## config.mk

```make
export PLATFORM = sky130hd
export DESIGN_NAME = btac_lookup
export DESIGN_NICKNAME = d
export VERILOG_FILES = /design/src/verilog/btac_config_pkg.sv /design/src/verilog/btac_types_pkg.sv /design/src/verilog/btac_lookup.sv
export SDC_FILE = /design/constraint.sdc
export NUM_CORES = 1
export LEC_CHECK = 0
export CAP_MARGIN = 20
export CORE_AREA = 2 2 146 148
export DETAILED_ROUTE_END_ITERATION = 7
export DIE_AREA = 0 0 148 150
export DONT_BUFFER_PORTS = 1
export MAX_ROUTING_LAYER = met4
export PLACE_DENSITY = 0.4
export SLEW_MARGIN = 0
export SYNTH_ARGS = -nofsm -noshare
export SYNTH_HDL_FRONTEND = slang
export SYNTH_SLANG_ARGS = --single-unit
```

## constraint.sdc

```tcl
create_clock -name clock -period 2.5 [get_ports clock]
set_input_delay 0.25 -clock clock [delete_from_list [all_inputs] [get_ports clock]]
set_output_delay 0.25 -clock clock [all_outputs]
set_load 0.01 [all_outputs]
```

## src/verilog/btac_config_pkg.sv

```systemverilog
package btac_config_pkg;

  // Width of fetch program counters and branch targets.
  localparam int addr_width = 32;

  // Number of buffer entries, kept at a power of two.
  localparam int btb_entries = 64;

  // Index bits taken from the PC.
  localparam int btb_index_width = $clog2(btb_entries);

  // Instructions are word aligned, so the index starts above the byte offset.
  localparam int btb_index_lsb = 2;

endpackage

```

## src/verilog/btac_types_pkg.sv

```systemverilog
package btac_types_pkg;

  import btac_config_pkg::*;

  // Stored word holds valid, target, branch pc and next pc.
  localparam int entry_width = 3 * addr_width + 1;

  localparam int entry_valid_bit = 3 * addr_width; // Top bit.
  localparam int entry_target_lsb = 2 * addr_width;
  localparam int entry_pc_lsb = addr_width;
  localparam int entry_npc_lsb = 0;

  // Kind of each resolved instruction slot.
  typedef enum logic [1:0] {
    resolve_none,
    resolve_jump,
    resolve_branch_taken,
    resolve_branch_not_taken
  } resolve_kind_t;

endpackage

```

## src/verilog/btac_lookup.sv

```systemverilog
`timescale 1ns/1ps

module btac_lookup
  import btac_config_pkg::*, btac_types_pkg::*;
(
  input logic clock,
  input logic reset,
  input logic stall,
  input logic clear,
  input logic [addr_width-1:0] fetch_pc0,
  input logic [addr_width-1:0] fetch_pc1,
  output logic [btb_index_width-1:0] read_index0,
  output logic [btb_index_width-1:0] read_index1,
  input logic [entry_width-1:0] read_data0,
  input logic [entry_width-1:0] read_data1,
  output logic pred_taken0,
  output logic pred_taken1,
  output logic [addr_width-1:0] pred_target,
  output logic [addr_width-1:0] pred_pc,
  output logic [addr_width-1:0] pred_npc
);

  logic [addr_width-1:0] pc0_q;
  logic [addr_width-1:0] pc1_q;
  logic hit0;
  logic hit1;

  always_ff @(posedge clock) begin
    if (!reset) begin
      pc0_q <= '0;
      pc1_q <= '0;
    end else if (!clear) begin
      pc0_q <= fetch_pc0;
      pc1_q <= fetch_pc1;
    end
  end

  // On clear the RAM keeps reading the index of the held PC.
  always_comb begin
    if (clear) begin
      read_index0 = pc0_q[btb_index_lsb +: btb_index_width];
      read_index1 = pc1_q[btb_index_lsb +: btb_index_width];
    end else begin
      read_index0 = fetch_pc0[btb_index_lsb +: btb_index_width];
      read_index1 = fetch_pc1[btb_index_lsb +: btb_index_width];
    end
  end

  // Full pc compare stands in for a tag.
  assign hit0 = read_data0[entry_valid_bit] &&
                (read_data0[entry_pc_lsb +: addr_width] == pc0_q);
  assign hit1 = read_data1[entry_valid_bit] &&
                (read_data1[entry_pc_lsb +: addr_width] == pc1_q);

  assign pred_taken0 = !stall && !clear && hit0;
  assign pred_taken1 = !stall && !clear && hit1;

  always_comb begin
    if (pred_taken0) begin // Slot 0 wins.
      pred_target = read_data0[entry_target_lsb +: addr_width];
      pred_pc = read_data0[entry_pc_lsb +: addr_width];
      pred_npc = read_data0[entry_npc_lsb +: addr_width];
    end else if (pred_taken1) begin
      pred_target = read_data1[entry_target_lsb +: addr_width];
      pred_pc = read_data1[entry_pc_lsb +: addr_width];
      pred_npc = read_data1[entry_npc_lsb +: addr_width];
    end else begin
      pred_target = '0;
      pred_pc = '0;
      pred_npc = '0;
    end
  end

  // A prediction under stall would redirect a frozen fetch stage.
  no_pred_in_stall: assert property (@(posedge clock) disable iff (!reset)
    stall |-> !(pred_taken0 || pred_taken1));

endmodule

```

# Word level (Yosys, flattened, before mapping)
# Cells that the tools add are included.
[op_classes] eq_ne=2 mux=8 reduce_logical=7
[op_table] cell="2-to-1 mux 32 bit" count=6
[op_table] cell="== test 32 bit" count=2
[op_table] cell="2-to-1 mux 6 bit" count=2
[op_table] cell="logical AND 1 bit" count=5
[op_table] cell="logical NOT 1 bit" count=2
[totals] reg_bits=64 input_bits=262 out_inout_bits=110 wordCells=19

# Longest topological paths before layout
[logic_depth] ltp_word=5 ltp_mapped=7 mapped_depth_nobuf=5

# Worst setup path after synthesis
# No wires, ideal clock.
[synth_path] path_type="register to output" startpoint="register pc1_q[22]" endpoint="output pred_target[10]" arrival_ns=1.880 t_required_ns=2.250 setup_slack_ns=0.370 stages_incl_launch_ff=8 path_buffers=2 path_cell_list="dfxtp_1 -> xor2_1 -> nor4_1 -> nand4_1 -> nor4_4 -> buf_2 -> buf_4 -> a41o_1"
[synth_via] elab_chain_len=5
[synth_lines] element="from (decl)" line_no="btac_lookup.sv:24" text="logic [addr_width-1:0] pc1_q;"
[synth_lines] element="from (signal assigned)" line_no="btac_lookup.sv:34" text="pc1_q <= fetch_pc1;"
[synth_lines] element="== test 32 bit" line_no="btac_lookup.sv:53" text="(read_data1[entry_pc_lsb +: addr_width] == pc1_q);"
[synth_lines] element="logical AND 1 bit" line_no="btac_lookup.sv:52" text="assign hit1 = read_data1[entry_valid_bit] &&"
[synth_lines] element="logical AND 1 bit" line_no="btac_lookup.sv:56" text="assign pred_taken1 = !stall && !clear && hit1;"
[synth_lines] element="2-to-1 mux 32 bit" line_no="btac_lookup.sv:63" text="end else if (pred_taken1) begin"
[synth_lines] element="2-to-1 mux 32 bit" line_no="btac_lookup.sv:59" text="if (pred_taken0) begin"
[synth_lines] element="to (decl)" line_no="btac_lookup.sv:18" text="output logic [addr_width-1:0] pred_target,"
# Every way passes these cells.

# Worst setup path in the final report
[layout_path] startpoint="register pc1_q[12]" endpoint="output pred_pc[7]"
[layout_via] elab_chain_len=5
[layout_lines] element="== test 32 bit" line_no="btac_lookup.sv:53"
[layout_lines] element="logical AND 1 bit" line_no="btac_lookup.sv:52"
[layout_lines] element="logical AND 1 bit" line_no="btac_lookup.sv:56"
[layout_lines] element="2-to-1 mux 32 bit" line_no="btac_lookup.sv:63"
[layout_lines] element="2-to-1 mux 32 bit" line_no="btac_lookup.sv:59"
[layout_lines] element="to (decl)" line_no="btac_lookup.sv:19" text="output logic [addr_width-1:0] pred_pc,"
# Every way passes these cells.

==> flow_summary_export.csv <==
group,metric,value,unit
timing,min_period,2.63,ns
yosys,avgSynthCellArea,9.48,µm²
clock_network,cts_buffer_depth,2,
finish,syn_to_final_growth,23.9,%
clock_network,cts_made_buffers,9,
yosys,synth_top_cell_by_area,"dfxtp_1",
timing,post-route-period-util,1.05,
yosys,synth_common_cells,"a41o_1 (96), and4_1 (96), dfxtp_1 (64)",
min_path,worstHoldEndpoint,"pc0_q[6]",
worst_setup_path,critPathMaxStageDelay,0.32,ns
global_routing,grt-ovfl-total,0,
route,ant_nets,0,
worst_setup_path,timing.rr.start,"pc0_q[6]",
floorplan,io_pins,372,
outcome,violations,"setup timing",
worst_setup_path,cp_cell_sequence,"xor2_1 -> nor4_2 -> nand4_1 -> nor4_4 -> buf_4 -> buf_12 -> clkbuf_16 -> a41o_1",
outcome,status,"finished, violations left",
worst_setup_path,crit_arrival,2.38,ns
route,drt_first_iter_violations,314,
pwr,power,2.73,mW
timing,worst_slew_pin_slew,0.496,ns
finish,fin_cells,811,
yosys,synth_area_leaders,"dfxtp_1 (25%), a41o_1 (19%), and4_1 (16%)",
clock_network,clk_latency,0.34,ns
timing,fmax,380,MHz
route,via_per_inst,6.06,
worst_setup_path,end_kind,"output port",
yosys,syn_inst,548,
yosys,seq_area_frac_synth,0.247,
floorplan,die-area,22200,µm²
yosys,synthDominantCellAreaShare,0.247,
yosys,ys.flop_type,"dfxtp_1",
worst_setup_path,crit_required,2.25,ns
global_routing,track_usage,0.180,
placed_design,dp_hpwl,16.3,mm
floorplan,start_util,0.251,
clock_network,htreeDepth,3,
pwr,peakVddDrop,0.000416,V
placed_design,post-place-ws,0.107,ns
floorplan,die_y,150,µm
timing,rsz0062_at_grt,"true",
placed_design,routabilityCongestion,0.809,
route,drc,0,
yosys,syn-num-nets,810,
timing,relSlewSlack,0.668,
placed_design,io_buffers,0,
yosys,yosys_warnings,0,
yosys,synth_seq_cells,64,
yosys,synth-edff-count,0,
finish,layout.core_utilization,0.311,
pwr,p_leak,3.24,nW
timing,setup_viol,96,
worst_setup_path,r2r_end,"pc0_q[6]",
worst_setup_path,slowest_stage,"dfxtp_2",
worst_setup_path,cp-start-kind,"flip-flop",
global_routing,grt_pass1_vias,4316,
yosys,async_reset_ff_frac,0,
timing,fin_skew,0,ns
worst_setup_path,cp_num_buf_inv,3,
clock_network,path_clk_slew,0.05,ns
timing,hold_viol,0,
clock_network,cts.sinks,64,
finish,fillers,2155,
job,cap_viol_max_count,0,
floorplan,rows,53,
floorplan,die_x,148,µm
timing,setup_slack,-0.128,ns
worst_setup_path,reg2reg_depth,2,
route,wire_per_inst,30.6,µm
worst_setup_path,rrSetupSlack,1.59,ns
finish,drive_above_1_share,0.176,
worst_setup_path,crit_family,"simple AND/OR/NAND/NOR gates",
min_path,hold_class,"primary input to flip-flop",
yosys,syn_area,5190,µm²
finish,final_nets,792,
yosys,synth.distinct_cells,20,
clock_network,root_buffer,"clkbuf_16",
global_routing,grt_first_pass_wirelength,28.3,mm
min_path,min_path_cells,1,
min_path,worstHoldStart,"reset",
timing,final_max_slew_viol_count,0,
pwr,power_density,424,nW/µm²
clock_network,tritoncts,"built",
placed_design,dp.cells,766,
global_routing,grt_start_max_net_pins,77,
worst_setup_path,path_class,"flip-flop to output port",
route,drt_pass1_iterations,5,
global_routing,grt_antenna_before_repair,2,
worst_setup_path,cp_max_fo,13,
floorplan,coreArea,20700,µm²
route,vias,4912,
route,drt_wl_total,24.8,mm
==> power by group <==
part	total (mW)	internal, mW	leakage [nW]	switching [mW]
Clock	1.22	0.747	0.142	0.468
Sequential	1.13	1.08	0.529	0.0446
Combinational	0.386	0.183	2.57	0.202
Total	2.73	2.01	3.24	0.715
==> repair_timing <==
item                       4_1_cts  5_1_grt
resized for setup               12       24
hold buffers                     0        0
pin swaps                        7       90
setup endpoints to repair       98       98
cloned                           1       20
setup buffers                    1        6
==> how the worst max path moves through the flow <==
stage	startpoint	endpoint	slack [ns]	cells past startpoint
after detailed placement	pc0_q[26]	pred_pc[17]	0.11	7
final	pc1_q[12]	pred_pc[7]	-0.13	8
after global routing	pc0_q[6]	pred_target[28]	-0.23	8
after floorplan	pc1_q[22]	pred_target[10]	0.37	7
after global placement	pc1_q[31]	pred_pc[10]	0.13	6
after CTS	pc1_q[16]	pred_pc[26]	-0.14	7
==> stage by stage <==
step	setup TNS [ns]	cell area [µm²]	hold WS (ns)
floorplan	0	5190	0.416
global placement	0	5480	0.378
detailed placement	0	5480	0.380
CTS	-11.58	5870	0.0258
global route	-19.79	6430	0.0255
finish	-8.47	6430	0.0411
==> kinds of logic after synthesis <==
logic type,after synthesis,synth area share
DFF,64,0.247
xor gates and xnor gates,64,0.108
muxes,64,0.126
AOI/OAI and AO/OA,96,0.185
buffers and inverters,75,0.0576
and+or+nand+nor,185,0.276
==> layer usage <==
layer  share of wire  GRT usage
met1            0.40      0.203
met2            0.49      0.301
met3           0.087     0.0634
met4           0.025     0.0562
met5               0          -
==> final cells by class <==
| type | count | area [µm²] | share of cell area |
|---|---|---|---|
| Inverter | 1 | 3.75 | 0.000583 |
| Antenna cell | 2 | 5.00 | 0.000778 |
| Clock inverter | 2 | 13.8 | 0.00214 |
| Sequential cell | 64 | 1280 | 0.200 |
| Timing Repair Buffer | 45 | 778 | 0.121 |
| Multi-Input combinational cell | 409 | 3730 | 0.581 |
| Tap cell | 275 | 344 | 0.0535 |
| Clock buffer | 13 | 270 | 0.0420 |
==> flip-flops by register name (all words and copies together), names as in the netlist <==
| register | flops |
|---|---|
| pc0_q | 32 |
| pc1_q | 32 |
==> cells in the final DEF, fill, tap and decap left out, types with 2 or more instances in the layout <==
master	synthesis	final
a41o_1	96	95
and2_1	13	12
and4_1	96	96
buf_12	0	10
buf_16	0	3
buf_4	3	11
buf_6	0	6
buf_8	0	3
clkbuf_16	0	21
clkbuf_8	0	3
dfxtp_1	64	62
dfxtp_2	0	2
diode_2	0	2
mux2_2	12	12
mux2i_1	52	52
nand4_1	11	11
nor2b_1	52	52
nor3_2	0	2
nor4_1	5	2
nor4_2	0	3
nor4_4	3	3
xnor2_1	38	29
xnor2_2	0	9
xor2_1	26	26
Power figures use the tool's default switching activity.
