`src/verilog/btac_config_pkg.sv`:
```
package btac_config_pkg;

  // Width of fetch program counters and branch targets.
  localparam int addr_width = 32;

  // Number of buffer entries, kept at a power of two.
  localparam int btb_entries = 64;

  // Index bits taken from the PC.
  localparam int btb_index_width = $clog2(btb_entries);

  // Instructions are word aligned, so the index starts above the byte offset.
  localparam int btb_index_lsb = 2;

endpackage

```
`src/verilog/btac_types_pkg.sv`:
```
package btac_types_pkg;

  import btac_config_pkg::*;

  // Stored word holds valid, target, branch pc and next pc.
  localparam int entry_width = 3 * addr_width + 1;

  localparam int entry_valid_bit = 3 * addr_width; // Top bit.
  localparam int entry_target_lsb = 2 * addr_width;
  localparam int entry_pc_lsb = addr_width;
  localparam int entry_npc_lsb = 0;

  // Kind of each resolved instruction slot.
  typedef enum logic [1:0] {
    resolve_none,
    resolve_jump,
    resolve_branch_taken,
    resolve_branch_not_taken
  } resolve_kind_t;

endpackage

```
`src/verilog/btac_update.sv`:
```
`timescale 1ns/1ps

module btac_update
  import btac_config_pkg::*, btac_types_pkg::*;
(
  input logic clock,
  input logic reset,
  input logic clear,
  input resolve_kind_t resolve_kind0,
  input logic [addr_width-1:0] resolve_pc0,
  input logic [addr_width-1:0] resolve_target0,
  input logic [addr_width-1:0] resolve_npc0,
  input logic carried_taken0,
  input logic [addr_width-1:0] carried_pc0,
  input logic [addr_width-1:0] carried_target0,
  input logic [addr_width-1:0] carried_npc0,
  input resolve_kind_t resolve_kind1,
  input logic [addr_width-1:0] resolve_pc1,
  input logic [addr_width-1:0] resolve_target1,
  input logic [addr_width-1:0] resolve_npc1,
  input logic carried_taken1,
  input logic [addr_width-1:0] carried_pc1,
  input logic [addr_width-1:0] carried_target1,
  input logic [addr_width-1:0] carried_npc1,
  output logic write_enable,
  output logic [btb_index_width-1:0] write_index,
  output logic [entry_width-1:0] write_data,
  output logic miss,
  output logic hazard,
  output logic [addr_width-1:0] miss_target
);

  logic taken0;
  logic taken1;
  logic predicted0;
  logic predicted1;
  logic miss0;
  logic miss1;
  logic [addr_width-1:0] redirect;

  assign taken0 = (resolve_kind0 == resolve_jump) || (resolve_kind0 == resolve_branch_taken);
  assign taken1 = (resolve_kind1 == resolve_jump) || (resolve_kind1 == resolve_branch_taken);

  assign predicted0 = carried_taken0 && (carried_pc0 == resolve_pc0);
  assign predicted1 = carried_taken1 && (carried_pc1 == resolve_pc1);

  // Only one taken slot is written per cycle.
  assign write_enable = !clear && (taken0 || taken1);
  assign write_index = taken0 ? resolve_pc0[btb_index_lsb +: btb_index_width]
                              : resolve_pc1[btb_index_lsb +: btb_index_width];
  assign write_data = taken0 ? {1'b1, resolve_target0, resolve_pc0, resolve_npc0}
                             : {1'b1, resolve_target1, resolve_pc1, resolve_npc1};

  always_comb begin
    miss0 = 1'b0;
    miss1 = 1'b0;
    redirect = '0;
    if (!clear) begin
      if (predicted0) begin
        if (taken0) begin
          redirect = resolve_target0;
          miss0 = resolve_target0 != carried_target0; // Wrong target.
        end else if (resolve_kind0 == resolve_branch_not_taken) begin
          redirect = carried_npc0; // Fall through.
          miss0 = 1'b1;
        end
      end else if (predicted1) begin
        if (taken1) begin
          redirect = resolve_target1;
          miss1 = resolve_target1 != carried_target1;
        end else if (resolve_kind1 == resolve_branch_not_taken) begin
          redirect = carried_npc1;
          miss1 = 1'b1;
        end
      end else if (taken0) begin // Taken but never predicted.
        redirect = resolve_target0;
        miss0 = 1'b1;
      end else if (taken1) begin
        redirect = resolve_target1;
        miss1 = 1'b1;
      end
    end
  end

  assign hazard = miss0;

  always_ff @(posedge clock) begin
    if (!reset) begin
      miss <= 1'b0;
      miss_target <= '0;
    end else begin
      miss <= miss0 || miss1;
      miss_target <= redirect;
    end
  end

  one_miss_slot: assert property (@(posedge clock) disable iff (!reset)
    !(miss0 && miss1));

endmodule

```
`config.mk`:
```
export PLATFORM = sky130hd
export DESIGN_NAME = btac_update
export DESIGN_NICKNAME = d
export VERILOG_FILES = /design/src/verilog/btac_config_pkg.sv /design/src/verilog/btac_types_pkg.sv /design/src/verilog/btac_update.sv
export SDC_FILE = /design/constraint.sdc
export NUM_CORES = 1
export LEC_CHECK = 0
export ABC_AREA = 1
export CORE_AREA = 5 5 202 204
export DETAILED_ROUTE_END_ITERATION = 16
export DIE_AREA = 0 0 207 209
export DONT_BUFFER_PORTS = 1
export GPL_ROUTABILITY_DRIVEN = 1
export PLACE_DENSITY = 0.37
export SETUP_SLACK_MARGIN = 0.05
export SYNTH_ARGS = -nofsm -noshare
export SYNTH_HDL_FRONTEND = slang
export SYNTH_SLANG_ARGS = --single-unit
```
`constraint.sdc`:
```
create_clock -name clock -period 2.65 [get_ports clock]
set_input_delay 0.53 -clock clock [delete_from_list [all_inputs] [get_ports clock]]
set_output_delay 0.53 -clock clock [all_outputs]
set_load 0.1 [all_outputs]
```
# Word level (Yosys, flattened, before mapping)
# Index checks and enable logic that the tools add are counted.
# word_totals
register_bits,33
wordCells,45
# classes
eq_ne,10
muxes,23
n_bitwise,1
n_reduce_logical,9
# op_table
op,n
two-way mux 32 bit,8
two-way mux 96 bit,1
== test 32 bit,2
inequality test 32 bit,2
two-way mux 1 bit,13
== test 2 bit (second input constant),4
two-way mux 6 bit,1
== test 2 x 1 -> 1 bit (second input constant),2
logical OR 1 bit,4
logical AND 1 bit,3
OR reduction 2 bit,1
logical NOT 1 bit,1
inverter 1 bit,1

# Depth between registers and ports, before layout
# logic_depth
ltp_word,8
ltp_mapped,14
mapped_depth_nobuf,13

# Worst setup path before layout
# Ideal clock, no wire load.
# synth_path
kind,input -> output
from,input port resolve_kind0[0]
to,output port write_index[1]
arrival_time_ns,4.041
t_required_ns,2.120
slack_ns,-1.921
path_stages,6
path_cell_list,ha_1 -> buf_2 -> buf_2 -> clkbuf_1 -> o21ai_0 -> buf_4
# synth_via
elab_chain_len,3
elab_cells_between_ends,4
cone_classes,eq/ne: 2; mux: 1; reduce/logical: 1
# synth_rtl
item,line,source
start: declaration,btac_update.sv:9,"input resolve_kind_t resolve_kind0,"
== test 2 x 1 -> 1 bit or == test 2 bit (tied branches),btac_update.sv:41,assign taken0 = (resolve_kind0 == resolve_jump) || (resolve_kind0 == resolve_branch_taken);
logical OR 1 bit *,btac_update.sv:41,
two-way mux 6 bit *,btac_update.sv:49,assign write_index = taken0 ? resolve_pc0[btb_index_lsb +: btb_index_width]
end: declaration,btac_update.sv:26,"output logic [btb_index_width-1:0] write_index,"
# Every way passes the cells marked *; elsewhere a longest branch is shown, timed or not.

# Worst setup path in the final report
# layout_path
from,input port resolve_kind0[1]
to,output port write_data[86]
# layout_via
elab_chain_len,3
elab_cells_between_ends,4
cone_classes,eq/ne: 2; mux: 1; reduce/logical: 1
# layout_rtl
item,line,source
== test 2 x 1 -> 1 bit or == test 2 bit (tied branches),btac_update.sv:41,
logical OR 1 bit *,btac_update.sv:41,
two-way mux 96 bit *,btac_update.sv:51,"assign write_data = taken0 ? {1'b1, resolve_target0, resolve_pc0, resolve_npc0}"
end: declaration,btac_update.sv:27,"output logic [entry_width-1:0] write_data,"
# Marks and branches as above.

==> impl_metrics.py <==
metrics = {
    "synth": {
        "netlist_top_cells_count": "nand2_1, inv_1, o21ai_0",
        "synth_top_flop_cell": "dfxtp_1",
        "synth_top_area_cell": "nand2_1",
        "yosysTopAreaCellShare_pct": 29.8,
        "synth_warnings": 0,
        "synth_edf_count": 0,
        "synth-seq-cells": 33,
        "synth_area_mm2": 0.00600,
        "async_flop_share_pct": 0,
        "syn_inst": 1185,
        "yosysMostFrequentCell": "nand2_1",
        "syn-mean-instance-area_um2": 5.06,
        "synth_area_leaders": "nand2_1, inv_1, dfxtp_1, o21ai_0, xnor2_1",
        "yosysSeqAreaShare_pct": 11.0,
        "synthesis.nets": 1580,
        "ys_types": 30,
    },
    "power_and_ir_drop": {
        "vdd_drop_max_mv": 0.293,
        "p_per_area_mw_per_mm2": 527,
        "p_int_mw": 2.05,
        "totalPowerFinal_mw": 4.83,
        "leakage_nw": 4.78,
        "netSwitchingPower_mw": 2.78,
        "combPwrFrac_pct": 72.4,
        "p_clk_share_pct": 15.6,
        "swShare_pct": 57.6,
        "seqPwrFrac_pct": 12.1,
    },
    "cells_and_area": {
        "fin_nets": 1665,
        "final_util_pct": 23.4,
        "layout-drive-gt1-share_pct": 22.0,
        "diodes": 0,
        "syn2layout_area_growth_pct": 52.7,
    },
    "clocking": {
        "numCtsBuffers": 5,
        "h-tree-depth": 2,
        "clock_path_buffers": 2,
        "cts_sinks": 33,
        "root_buffer": "clkbuf_16",
        "cts_tree": "yes",
        "clkTransAtPathRegs_ns": 0.07,
        "post_cts_buffers": 0,
    },
    "placed_design": {
        "io_buffers": 0,
        "dp.final_hpwl_um": 31800,
        "gp_congestion": 0.876,
    },
    "drt": {
        "drt_drc_violations_left": 0,
        "wire_per_inst_um": 20.9,
        "vias": 7680,
        "ant_nets": 0,
        "vias_per_cell": 4.28,
        "drt_iter0_drc": 543,
        "firstDrtPassIters": 5,
        "drt_wl_total_um": 37600,
    },
    "timing": {
        "worst_pin_slew_ns": 0.955,
        "setup_viol_count_final": 0,
        "fin_tns_setup_ns": 0,
        "max_slew_margin_pct": 36.3,
        "finalCritPeriodShare_pct": 93.9,
        "drv_slew": 0,
        "clock.fmax_mhz": 402,
        "grt_setup_unrepaired": "no",
        "final.min_clock_period_ns": 2.49,
        "fin_hold_ws_ns": 0.441,
        "hold_viol": 0,
    },
    "run": {
        "cap_violations": 0,
    },
    "grt": {
        "grt_overflow": 0,
        "grt_max_degree": 98,
        "gr-usage-all-layers_pct": 16.3,
        "antenna_found_initial": 0,
        "grt_pass1_wl_um": 52900,
        "grt_pass1_vias": 7537,
    },
    "setup_path": {
        "critical_path.endpoint_type": "output pin",
        "worst-path-buf-inv": 2,
        "cp_cell_sequence": "ha_4 -> buf_12 -> nand2_1 -> o21ai_2 -> buf_12",
        "slowest_stage": "buf_12",
        "startpoint_type": "input pin",
        "critPathMaxStageDelay_ns": 0.33,
        "crit_arrival_ns": 1.96,
        "crit_fanout": 75,
        "worst_path_dominant_cell_family": "buffers and inverters",
        "cpMostUsedCell": "buf_12",
        "worstPathRequired_ns": 2.12,
        "crit_type": "input pin to output pin",
    },
    "floorplan": {
        "std_cell_rows": 73,
        "start_util_pct": 15.3,
        "chipHeight_um": 209,
        "coreArea_mm2": 0.0391,
        "die_x_um": 207,
        "die-area_mm2": 0.0433,
        "io_pins": 531,
    },
    "worst_hold_path": {
        "hp-class": "input pin to flip-flop",
    },
    "outcome": {
        "outcome": "finished, final reports clean",
    },
}
-- metrics by stage --
stage          setup slack (ns)  instance area (um^2)  std cells
5_1_grt                  0.0638                  9160       1796
3_5_place_dp             0.0174                  8960       1788
3_3_place_gp            -0.0294                  8960       1788
2_1_floorplan            -0.347                  6430       1185
6_report                  0.162                  9160       1796
4_1_cts                  0.0860                  9140       1796
-- cells by family after synthesis --
family                     share of synthesized area (%)
other                                             0.0625
AOI/OAI and AO/OA                                   19.1
and+or+nand+nor                                     44.2
xor gates and xnor gates                            7.74
adders and majority gates                          0.417
DFF                                                 11.0
buffers and inverters                               17.5
-- worst min-delay path, cell delays in order --
cell and delay [ns]:
nor2_1 0.02, nand3_1 0.08, a21oi_1 0.06
-- layer usage --
metal / wire length (um) / GRT usage (%) / share of wire, %
met1: 15600 / 19.8 / 42
met2: 18300 / 28.2 / 49
met4: 515 / 3.01 / 1.4
met5: 0 / 0 / 0
met3: 3180 / 5.39 / 8.4
-- registers in the layout (all words and copies together) (netlist names) --
name and cells:
miss 1, miss_target 32
-- cell usage in the layout, fill, tap and decap left out, types with 2 or more instances in the layout --
cell         n
o21ai_0     51
nand2_2     40
a21oi_1     12
o21ai_4     13
inv_1      187
nor2_1      81
nand3_4      2
nor2_4       2
o21ai_1     20
nand3_1     71
dfxtp_1     33
o211ai_1     2
or2_2        7
nand4_1     16
buf_12      92
clkbuf_16    5
buf_4       49
xor2_1      11
o21ai_2     36
o211ai_2    22
nor2_2       4
o22ai_1      2
xnor2_1     41
nand2_1    436
a22oi_1     23
-- layout make-up --
type                       count  area, um^2
multi-input combinational    899        4740
timing repair buffer         141        2210
fill                        4481       29900
sequential                    33         661
inverter                     190         719
clock buffer                   7         143
tap                          525         657
clock inverter                 1        30.0
-- power by group through the flow --
| stage | Clock [mW] | Sequential [mW] | Combinational [mW] |
|---|---|---|---|
| floorplan | 0 | 0.733 | 2.29 |
| global placement | 0 | 0.592 | 3.52 |
| detailed placement | 0 | 0.593 | 3.52 |
| CTS | 0.798 | 0.582 | 3.53 |
| global route | 0.819 | 0.584 | 3.66 |
| finish | 0.750 | 0.582 | 3.49 |
-- timing repair --
item	4_1_cts	5_1_grt
endpoints found under the hold margin	0	0
hold buffers	0	0
endpoints found under the setup margin	1	1
gates cloned	0	0
resized for setup	1	4
-- final timing paths --
kind  slack, ns              end             start  depth (start not counted)
max        0.16   write_data[86]  resolve_kind0[1]                          5
min        0.44  miss$_SDFF_PN0_             clear                          3
No activity file was read; power rests on OpenSTA's default activity.
